### src/sigmoid_pkg.sv
`default_nettype none

package sigmoid_pkg;

	// operand and result formats
	localparam int OPERAND_W = 16;
	localparam int OPERAND_FRAC = 11;
	localparam int RESULT_W = 24;
	localparam int RESULT_FRAC = 16;

	// bytes per frame on the serial line
	localparam int IN_BYTES = 2;
	localparam int OUT_BYTES = 3;

	// breakpoints in operand scale (Q5.11)
	localparam logic [OPERAND_W-1:0] SEG_SAT = OPERAND_W'(5 << OPERAND_FRAC);
	localparam logic [OPERAND_W-1:0] SEG_HI = OPERAND_W'(19 << (OPERAND_FRAC - 3));
	localparam logic [OPERAND_W-1:0] SEG_MID = OPERAND_W'(1 << OPERAND_FRAC);

	// offsets in result scale (Q8.16)
	localparam logic [RESULT_W-1:0] OFF_HI = RESULT_W'(27 << (RESULT_FRAC - 5));
	localparam logic [RESULT_W-1:0] OFF_MID = RESULT_W'(5 << (RESULT_FRAC - 3));
	localparam logic [RESULT_W-1:0] OFF_LO = RESULT_W'(1 << (RESULT_FRAC - 1));
	localparam logic [RESULT_W-1:0] ONE = RESULT_W'(1 << RESULT_FRAC);

	typedef enum logic {dec_waiting, dec_assembling} decode_state_t;

	// shared by receiver and transmitter
	typedef enum logic [1:0] {ser_idle, ser_start, ser_data, ser_stop} serial_state_t;

	typedef enum logic [1:0] {res_idle, res_load, res_wait_busy} result_state_t;

endpackage

`default_nettype wire

### src/frame_decoder.sv
`timescale 1ns/1ps
`default_nettype none

module frame_decoder
	import sigmoid_pkg::*;
(
	input  logic                 clk,
	input  logic                 reset,
	input  logic [7:0]           rx_byte,
	input  logic                 rx_done,
	output logic [OPERAND_W-1:0] operand,
	output logic                 operand_valid
);

	localparam int CNT_W = (IN_BYTES > 2) ? $clog2(IN_BYTES) : 1;
	localparam logic [CNT_W-1:0] LAST_BYTE = CNT_W'(IN_BYTES - 1);

	decode_state_t state;
	// bytes taken so far in this frame
	logic [CNT_W-1:0] byte_count;

	// operand register is payload and shifts in at the low end
	always_ff @(posedge clk) begin
		if (rx_done)
			operand <= {operand[OPERAND_W-9:0], rx_byte};
	end

	always_ff @(posedge clk) begin
		if (reset) begin
			state <= dec_waiting;
			byte_count <= '0;
			operand_valid <= 1'b0;
		end else begin
			operand_valid <= 1'b0;
			case (state)
				dec_waiting: begin
					if (rx_done) begin
						byte_count <= CNT_W'(1);
						state <= dec_assembling;
					end
				end
				dec_assembling: begin
					if (rx_done) begin
						if (byte_count == LAST_BYTE) begin
							// full operand now in place
							operand_valid <= 1'b1;
							byte_count <= '0;
							state <= dec_waiting;
						end else begin
							byte_count <= byte_count + 1'b1;
						end
					end
				end
				default: state <= dec_waiting;
			endcase
		end
	end

endmodule

`default_nettype wire

### src/result_serializer.sv
`timescale 1ns/1ps
`default_nettype none

module result_serializer
	import sigmoid_pkg::*;
(
	input  logic                clk,
	input  logic                reset,
	input  logic [RESULT_W-1:0] result,
	input  logic                result_valid,
	input  logic                tx_busy,
	output logic [7:0]          tx_byte,
	output logic                tx_start,
	output logic                overrun
);

	localparam int CNT_W = $clog2(OUT_BYTES);
	localparam logic [CNT_W-1:0] LAST_BYTE = CNT_W'(OUT_BYTES - 1);

	result_state_t state;
	logic [RESULT_W-1:0] result_q;
	logic [CNT_W-1:0] byte_count;

	// lsb first
	assign tx_byte = result_q[{byte_count, 3'b000} +: 8];

	// start only while the transmitter is free
	assign tx_start = (state == res_load) && !tx_busy;

	// holding register for one result
	always_ff @(posedge clk) begin
		if (state == res_idle && result_valid)
			result_q <= result;
	end

	always_ff @(posedge clk) begin
		if (reset) begin
			state <= res_idle;
			byte_count <= '0;
		end else begin
			case (state)
				res_idle: begin
					byte_count <= '0;
					if (result_valid)
						state <= res_load;
				end
				res_load: begin
					if (!tx_busy)
						state <= res_wait_busy;
				end
				res_wait_busy: begin
					// busy is already high the cycle after tx_start
					if (!tx_busy) begin
						if (byte_count == LAST_BYTE) begin
							state <= res_idle;
						end else begin
							byte_count <= byte_count + 1'b1;
							state <= res_load;
						end
					end
				end
				default: state <= res_idle;
			endcase
		end
	end

	// sticky until reset
	always_ff @(posedge clk) begin
		if (reset)
			overrun <= 1'b0;
		else if (result_valid && state != res_idle)
			overrun <= 1'b1;
	end

endmodule

`default_nettype wire

### src/sigmoid_pwl.sv
`timescale 1ns/1ps
`default_nettype none

module sigmoid_pwl
	import sigmoid_pkg::*;
(
	input  logic                 clk,
	input  logic                 reset,
	input  logic [OPERAND_W-1:0] operand,
	input  logic                 operand_valid,
	output logic [RESULT_W-1:0]  result,
	output logic                 result_valid
);

	// shift from operand scale to result scale
	localparam int SCALE = RESULT_FRAC - OPERAND_FRAC;

	localparam logic [1:0] SEG_CODE_LO = 2'd0;
	localparam logic [1:0] SEG_CODE_MID = 2'd1;
	localparam logic [1:0] SEG_CODE_HI = 2'd2;
	localparam logic [1:0] SEG_CODE_SAT = 2'd3;

	logic [OPERAND_W-1:0] mag;
	logic [1:0] seg;
	logic [OPERAND_W-1:0] mag_q;
	logic [1:0] seg_q;
	logic sign_q;
	logic valid_q;
	logic [RESULT_W-1:0] mag_ext;
	logic [RESULT_W-1:0] pos_val;

	// magnitude as unsigned, so the most negative operand still fits
	assign mag = operand[OPERAND_W-1] ? (~operand + 1'b1) : operand;

	always_comb begin
		if (mag >= SEG_SAT)
			seg = SEG_CODE_SAT;
		else if (mag >= SEG_HI)
			seg = SEG_CODE_HI;
		else if (mag >= SEG_MID)
			seg = SEG_CODE_MID;
		else
			seg = SEG_CODE_LO;
	end

	// stage one
	always_ff @(posedge clk) begin
		mag_q <= mag;
		seg_q <= seg;
		sign_q <= operand[OPERAND_W-1];
	end

	assign mag_ext = RESULT_W'(mag_q);

	// slope is a power of two in every segment
	always_comb begin
		case (seg_q)
			SEG_CODE_LO: pos_val = (mag_ext << (SCALE - 2)) + OFF_LO;
			SEG_CODE_MID: pos_val = (mag_ext << (SCALE - 3)) + OFF_MID;
			SEG_CODE_HI: pos_val = (mag_ext << (SCALE - 5)) + OFF_HI;
			default: pos_val = ONE;
		endcase
	end

	// stage two
	always_ff @(posedge clk) begin
		result <= sign_q ? (ONE - pos_val) : pos_val;
	end

	always_ff @(posedge clk) begin
		if (reset) begin
			valid_q <= 1'b0;
			result_valid <= 1'b0;
		end else begin
			valid_q <= operand_valid;
			result_valid <= valid_q;
		end
	end

endmodule

`default_nettype wire

### src/sigmoid_uart_top.sv
`timescale 1ns/1ps
`default_nettype none

module sigmoid_uart_top
	import sigmoid_pkg::*;
#(
	parameter int unsigned CLKS_PER_BIT = 32'd10416
) (
	input  logic clk,
	input  logic reset,
	input  logic rx,
	output logic tx,
	output logic overrun
);

	logic [7:0] rx_byte;
	logic rx_done;
	logic [OPERAND_W-1:0] operand;
	logic operand_valid;
	logic [RESULT_W-1:0] result;
	logic result_valid;
	logic [7:0] tx_byte;
	logic tx_start;
	logic tx_busy;

	// decode
	uart_rx #(
		.CLKS_PER_BIT(CLKS_PER_BIT)
	) uart_rx_i (
		.clk(clk),
		.reset(reset),
		.rx(rx),
		.rx_byte(rx_byte),
		.rx_done(rx_done)
	);

	frame_decoder frame_decoder_i (
		.clk(clk),
		.reset(reset),
		.rx_byte(rx_byte),
		.rx_done(rx_done),
		.operand(operand),
		.operand_valid(operand_valid)
	);

	// execute
	sigmoid_pwl sigmoid_pwl_i (
		.clk(clk),
		.reset(reset),
		.operand(operand),
		.operand_valid(operand_valid),
		.result(result),
		.result_valid(result_valid)
	);

	// result
	result_serializer result_serializer_i (
		.clk(clk),
		.reset(reset),
		.result(result),
		.result_valid(result_valid),
		.tx_busy(tx_busy),
		.tx_byte(tx_byte),
		.tx_start(tx_start),
		.overrun(overrun)
	);

	uart_tx #(
		.CLKS_PER_BIT(CLKS_PER_BIT)
	) uart_tx_i (
		.clk(clk),
		.reset(reset),
		.tx_start(tx_start),
		.tx_byte(tx_byte),
		.tx(tx),
		.tx_busy(tx_busy)
	);

endmodule

`default_nettype wire

### src/uart_rx.sv
`timescale 1ns/1ps
`default_nettype none

module uart_rx
	import sigmoid_pkg::*;
#(
	parameter int unsigned CLKS_PER_BIT = 32'd10416
) (
	input  logic       clk,
	input  logic       reset,
	input  logic       rx,
	output logic [7:0] rx_byte,
	output logic       rx_done
);

	localparam logic [31:0] HALF_BIT = CLKS_PER_BIT / 2;

	serial_state_t state;
	logic [31:0] clk_count;
	logic [2:0] bit_index;
	logic [7:0] shift_reg;
	logic rx_meta;
	logic rx_sync;
	logic rx_prev;

	// two-flop synchronizer, plus one more for the edge
	always_ff @(posedge clk) begin
		if (reset) begin
			rx_meta <= 1'b1;
			rx_sync <= 1'b1;
			rx_prev <= 1'b1;
		end else begin
			rx_meta <= rx;
			rx_sync <= rx_meta;
			rx_prev <= rx_sync;
		end
	end

	always_ff @(posedge clk) begin
		if (reset) begin
			state <= ser_idle;
			clk_count <= '0;
			bit_index <= '0;
			rx_done <= 1'b0;
		end else begin
			rx_done <= 1'b0;
			case (state)
				ser_idle: begin
					clk_count <= '0;
					bit_index <= '0;
					// falling edge marks a start bit
					if (rx_prev && !rx_sync)
						state <= ser_start;
				end
				ser_start: begin
					if (clk_count == HALF_BIT - 1) begin
						clk_count <= '0;
						// glitch if the line is high again at mid-bit
						state <= rx_sync ? ser_idle : ser_data;
					end else begin
						clk_count <= clk_count + 1'b1;
					end
				end
				ser_data: begin
					if (clk_count == CLKS_PER_BIT - 1) begin
						clk_count <= '0;
						shift_reg <= {rx_sync, shift_reg[7:1]};
						bit_index <= bit_index + 1'b1;
						if (bit_index == 3'd7)
							state <= ser_stop;
					end else begin
						clk_count <= clk_count + 1'b1;
					end
				end
				ser_stop: begin
					if (clk_count == CLKS_PER_BIT - 1) begin
						clk_count <= '0;
						state <= ser_idle;
						// low stop bit drops the frame
						if (rx_sync) begin
							rx_done <= 1'b1;
							rx_byte <= shift_reg;
						end
					end else begin
						clk_count <= clk_count + 1'b1;
					end
				end
				default: state <= ser_idle;
			endcase
		end
	end

endmodule

`default_nettype wire

### src/uart_tx.sv
`timescale 1ns/1ps
`default_nettype none

module uart_tx
	import sigmoid_pkg::*;
#(
	parameter int unsigned CLKS_PER_BIT = 32'd10416
) (
	input  logic       clk,
	input  logic       reset,
	input  logic       tx_start,
	input  logic [7:0] tx_byte,
	output logic       tx,
	output logic       tx_busy
);

	serial_state_t state;
	logic [31:0] clk_count;
	logic [2:0] bit_index;
	logic [7:0] shift_reg;

	always_ff @(posedge clk) begin
		if (reset) begin
			state <= ser_idle;
			clk_count <= '0;
			bit_index <= '0;
			tx <= 1'b1;
			tx_busy <= 1'b0;
		end else begin
			case (state)
				ser_idle: begin
					clk_count <= '0;
					bit_index <= '0;
					tx <= 1'b1;
					if (tx_start) begin
						shift_reg <= tx_byte;
						tx <= 1'b0;
						tx_busy <= 1'b1;
						state <= ser_start;
					end
				end
				ser_start: begin
					if (clk_count == CLKS_PER_BIT - 1) begin
						clk_count <= '0;
						tx <= shift_reg[0];
						state <= ser_data;
					end else begin
						clk_count <= clk_count + 1'b1;
					end
				end
				ser_data: begin
					if (clk_count == CLKS_PER_BIT - 1) begin
						clk_count <= '0;
						bit_index <= bit_index + 1'b1;
						// lsb first
						if (bit_index == 3'd7) begin
							tx <= 1'b1;
							state <= ser_stop;
						end else begin
							tx <= shift_reg[1];
							shift_reg <= {1'b0, shift_reg[7:1]};
						end
					end else begin
						clk_count <= clk_count + 1'b1;
					end
				end
				ser_stop: begin
					if (clk_count == CLKS_PER_BIT - 1) begin
						clk_count <= '0;
						tx_busy <= 1'b0;
						state <= ser_idle;
					end else begin
						clk_count <= clk_count + 1'b1;
					end
				end
				default: state <= ser_idle;
			endcase
		end
	end

endmodule

`default_nettype wire

### config.mk
export PLATFORM = sky130hd
export DESIGN_NAME = sigmoid_uart_top
export DESIGN_NICKNAME = d
export VERILOG_FILES = /design/src/sigmoid_pkg.sv /design/src/frame_decoder.sv /design/src/result_serializer.sv /design/src/sigmoid_pwl.sv /design/src/sigmoid_uart_top.sv /design/src/uart_rx.sv /design/src/uart_tx.sv
export SDC_FILE = /design/constraint.sdc
export NUM_CORES = 1
export LEC_CHECK = 0
export ABC_AREA = 0
export BUFFER_PORTS_ARGS = -buffer_cell sky130_fd_sc_hd__buf_2
export CAP_MARGIN = 20
export CORE_MARGIN = 1.5
export CORE_UTILIZATION = 50
export CTS_BUF_LIST = sky130_fd_sc_hd__clkbuf_4 sky130_fd_sc_hd__clkbuf_8 sky130_fd_sc_hd__clkbuf_16
export DETAILED_ROUTE_END_ITERATION = 6
export HOLD_SLACK_MARGIN = 0.02
export PLACE_DENSITY_LB_ADDON = 0.05
export SETUP_SLACK_MARGIN = 0.3
export SLEW_MARGIN = 5
export SYNTH_ARGS = -nofsm -noshare
export SYNTH_HDL_FRONTEND = slang
export SYNTH_HIERARCHICAL = 1
export SYNTH_SLANG_ARGS = --single-unit
export TNS_END_PERCENT = 100
### constraint.sdc
create_clock -name clk -period 6.92 [get_ports clk]
set_clock_uncertainty 0.05 [all_clocks]
set_input_delay 1.038 -clock clk [delete_from_list [all_inputs] [get_ports clk]]
set_output_delay 1.038 -clock clk [all_outputs]
set_load 0.02 [all_outputs]
==> results list <==
- Number of buffer cells added on primary ports: 4
- Peak fanout along the critical path: 11
- For the worst-skew pair, the clock arrives at the later sink with an insertion delay of 430 ps.
- The setup path with the least slack is of type reg2reg.
* CP cell instances: ha_1, and3_1, nand4_1, o32a_1, nor3_1, buf_2
* Initial core utilization: 0.510
- Post-DR wirelength/cell: 14.5 µm
* Level count of the clock H-tree: 4
* Global Route Usage Sum: 0.176
- In this run the core area contains 49 standard-cell rows.
- Area of the die: 19100 µm²
- In this run the post-CTS setup repair buffer count came out at 0.
- Each instance of the synthesized netlist takes up on average 10.3 µm².
- In this run the count of I/O pins placed on the die edge is 5.
- Measured along the y axis, the die boundary spans 138 µm.
* Post-synthesis cell count: 892
- Wires add up to 16.2 mm.
* # DRC: 0
- Synthesis inferred 197 register bits.
* Final standard cell count with taps included and fillers excluded: 1119
- On the final layout, the worst hold slack is 350 ps.
- Number of synthesized flops with an enable pin: 64
- Detailed placement ended at an HPWL of 11.6 mm.
- CTS buffer count: 17
- Clock-pin slew was measured on the worst setup and hold paths at 70 ps.
- Standby leakage power: 3.30 nW
- Counting I/O delays and the setup requirement, the final critical path takes 2800 ps.
- For this run the aggregate overflow at the end of global routing stands at 0.
- The congestion estimate from routability-driven global placement came to 0.744.
* Slew Viols, Final: 0
- Count of yosys warnings during synthesis: 6
- Highest-count cells in the layout ignoring fill and taps: sky130_fd_sc_hd__dfxtp_1 (133), sky130_fd_sc_hd__nor2_1 (75), sky130_fd_sc_hd__edfxtp_1 (64), sky130_fd_sc_hd__nand2_1 (60), sky130_fd_sc_hd__xor2_1 (42)
- Counting along the longest clock path gives a buffer depth of 2.
- Final clock period utilization by the worst path: 0.404
- The routed layout has 6260 vias.
- Critical Path Max Stage Delay: 480 ps
- Timing would allow up to 357 MHz.
- Counting flops with an async set or reset pin after synthesis yields a share of 0.
- Slew @ Worst Pin: 783 ps
- The tool flagged a number of max-cap violations equal to 0.
- Post-CTS resize count: 0
- The worst setup path is launched from a register.
* Number of nets in the finished design: 899
- Buffers inserted to repair hold after CTS numbered 0.
* Number of endpoints failing setup at the final stage: 0
- Total nets after synthesis: 914
- Most common cell after layout, fill and taps aside: sky130_fd_sc_hd__dfxtp_1
- Number of antenna violations at the first check in global routing: 0
- Cell area after technology mapping: 9160 µm²
* Largest voltage drop on the vdd net: 162 µV
- Main flop type after synthesis: sky130_fd_sc_hd__dfxtp_1
* Result of the run: completed
* Clock root buffer: sky130_fd_sc_hd__clkbuf_16
- Clock sinks: 197
- The worst hold path belongs to the class reg2reg.
- Final Hold Vio Count: 0
- The first global-routing pass estimated 28.1 mm of wire.
- The number of antenna diodes in the final layout is 0.
* Post-route setup TNS: 0 ps
- In the final layout, the share of cells above drive strength 1 is 0.0966.
- In this run the remaining antenna-violating nets after routing total 0.
* CP Data Arrival Time: 2880 ps
- The pre-antenna-repair detailed-routing pass consisted of 5 iterations.
* TritonCTS clock tree: done
* Violation count after the first detailed-route iteration: 286
- Via count of the first global-routing pass: 6010
* Headroom to the max-slew limit: 0.478
- Prior to clock tree synthesis, the placed netlist has a worst setup slack of 3660 ps.
- WP data required: 7000 ps
- The largest individual stage delay along the critical path comes from the cell sky130_fd_sc_hd__o32a_1.
* Post-layout worst setup margin: 4120 ps
- Using the TritonRoute via totals, the vias-per-cell ratio works out to 5.59.
- Setup repair after global routing left no endpoint under its margin.
- The area growth from synthesis to layout is 7.10%.
- The largest registers in the layout are uart_rx_i/clk_count (32), uart_tx_i/clk_count (32).
- The worst setup path is captured at a register.
- For this design the ratio of total power to cell area is 221 nW/µm².
- Placed cells: 1084
- The floorplan step set the die width to 138 µm.
* Synth cell types: 78
- Register area share after synthesis: 0.500
- Entering global routing, the biggest net connects 41 pins.
* Placeable Area: 18000 µm²
power breakdown:
group	internal [W]	switching (W)	total (W)	leakage [nW]
combinational	0.0000211	0.0000415	0.0000626	1.38
clock	0.000468	0.000437	0.000904	0.264
sequential	0.00119	0.00000606	0.00120	1.66
total	0.00168	0.000484	0.00217	3.30
cells in the mapped netlist (all sizes together), types with 7 or more instances:
cell | n | area (µm²)
dfxtp | 133 | 2660
nor2 | 75 | 282
edfxtp | 64 | 1920
nand2 | 60 | 225
o21ai | 44 | 224
xor2 | 42 | 368
a21oi | 39 | 195
xnor2 | 39 | 342
nand4 | 31 | 206
nand3 | 28 | 170
buf | 26 | 180
nor3 | 24 | 125
clkbuf | 19 | 72.6
ha | 19 | 238
inv | 19 | 71.3
mux2i | 19 | 190
o31ai | 19 | 156
nor2b | 17 | 106
nor4 | 15 | 121
or4 | 14 | 113
and3 | 13 | 92.6
and4 | 13 | 120
nand3b | 11 | 82.6
or3 | 10 | 62.6
or2 | 9 | 56.3
a31oi | 8 | 50.1
mux2 | 8 | 90.1
nand2b | 8 | 50.1
nor3b | 7 | 52.6
routing by layer:
layer | vias to the layer above | global-route usage | routed length, µm
met2 | 68 | 0.293 | 7760
met5 | - | 0 | 0
met3 | 20 | 0.0305 | 342
met4 | 0 | 0.0676 | 238
met1 | 2949 | 0.230 | 7910
li1 | 3223 | - | -
critical path: cells and delay by family, from the launching register on:
family	cells	cell delay, ps
AO/OA/AOI/OAI	1	480
adder cells (fa/ha/maj)	1	190
buffers and inverters	1	260
flip-flops	1	370
AND/OR/NAND/NOR	3	1150
kinds of logic after synthesis:
| kind of cell | count (synthesis) | synth area share |
|---|---|---|
| AND/OR/NAND/NOR | 352 | 0.220 |
| flip-flops | 197 | 0.500 |
| AO/OA/AOI/OAI | 151 | 0.106 |
| XOR/XNOR | 81 | 0.0774 |
| buffers and inverters | 65 | 0.0389 |
| multiplexers | 27 | 0.0306 |
| adder cells (fa/ha/maj) | 19 | 0.0259 |
path summary, 6_finish.rpt:
kind                                                   startpoint                                         to  slack, ps  cells after the start
worst min-delay path              sigmoid_pwl_i/result[8]$_DFF_P_  result_serializer_i/result_q[8]$_DFFE_PP_        350                      0
worst min register to register    sigmoid_pwl_i/result[8]$_DFF_P_  result_serializer_i/result_q[8]$_DFFE_PP_        350                      0
worst max-delay path            uart_tx_i/clk_count[0]$_SDFF_PP0_           uart_tx_i/shift_reg[2]$_DFFE_PP_       4120                      6
worst max register to register  uart_tx_i/clk_count[0]$_SDFF_PP0_           uart_tx_i/shift_reg[2]$_DFFE_PP_       4120                      6
layout make-up:
type	instances	area (µm²)
Fill cell	1576	8150
Sequential cell	197	4580
Multi-Input combinational cell	630	4230
Clock buffer	17	425
Tap cell	229	287
Clock inverter	15	120
Timing Repair Buffer	12	95.1
Inverter	19	71.3
metrics by stage:
stage | utilization | cell area [µm²] | total power (W)
2_1_floorplan | - | 9160 | 0.00127
3_3_place_gp | 0.514 | 9230 | 0.00129
3_5_place_dp | 0.514 | 9230 | 0.00129
4_1_cts | 0.544 | 9780 | 0.00220
5_1_grt | 0.546 | 9810 | 0.00225
6_report | 0.546 | 9810 | 0.00217
(Power assumes the default switching activity.)
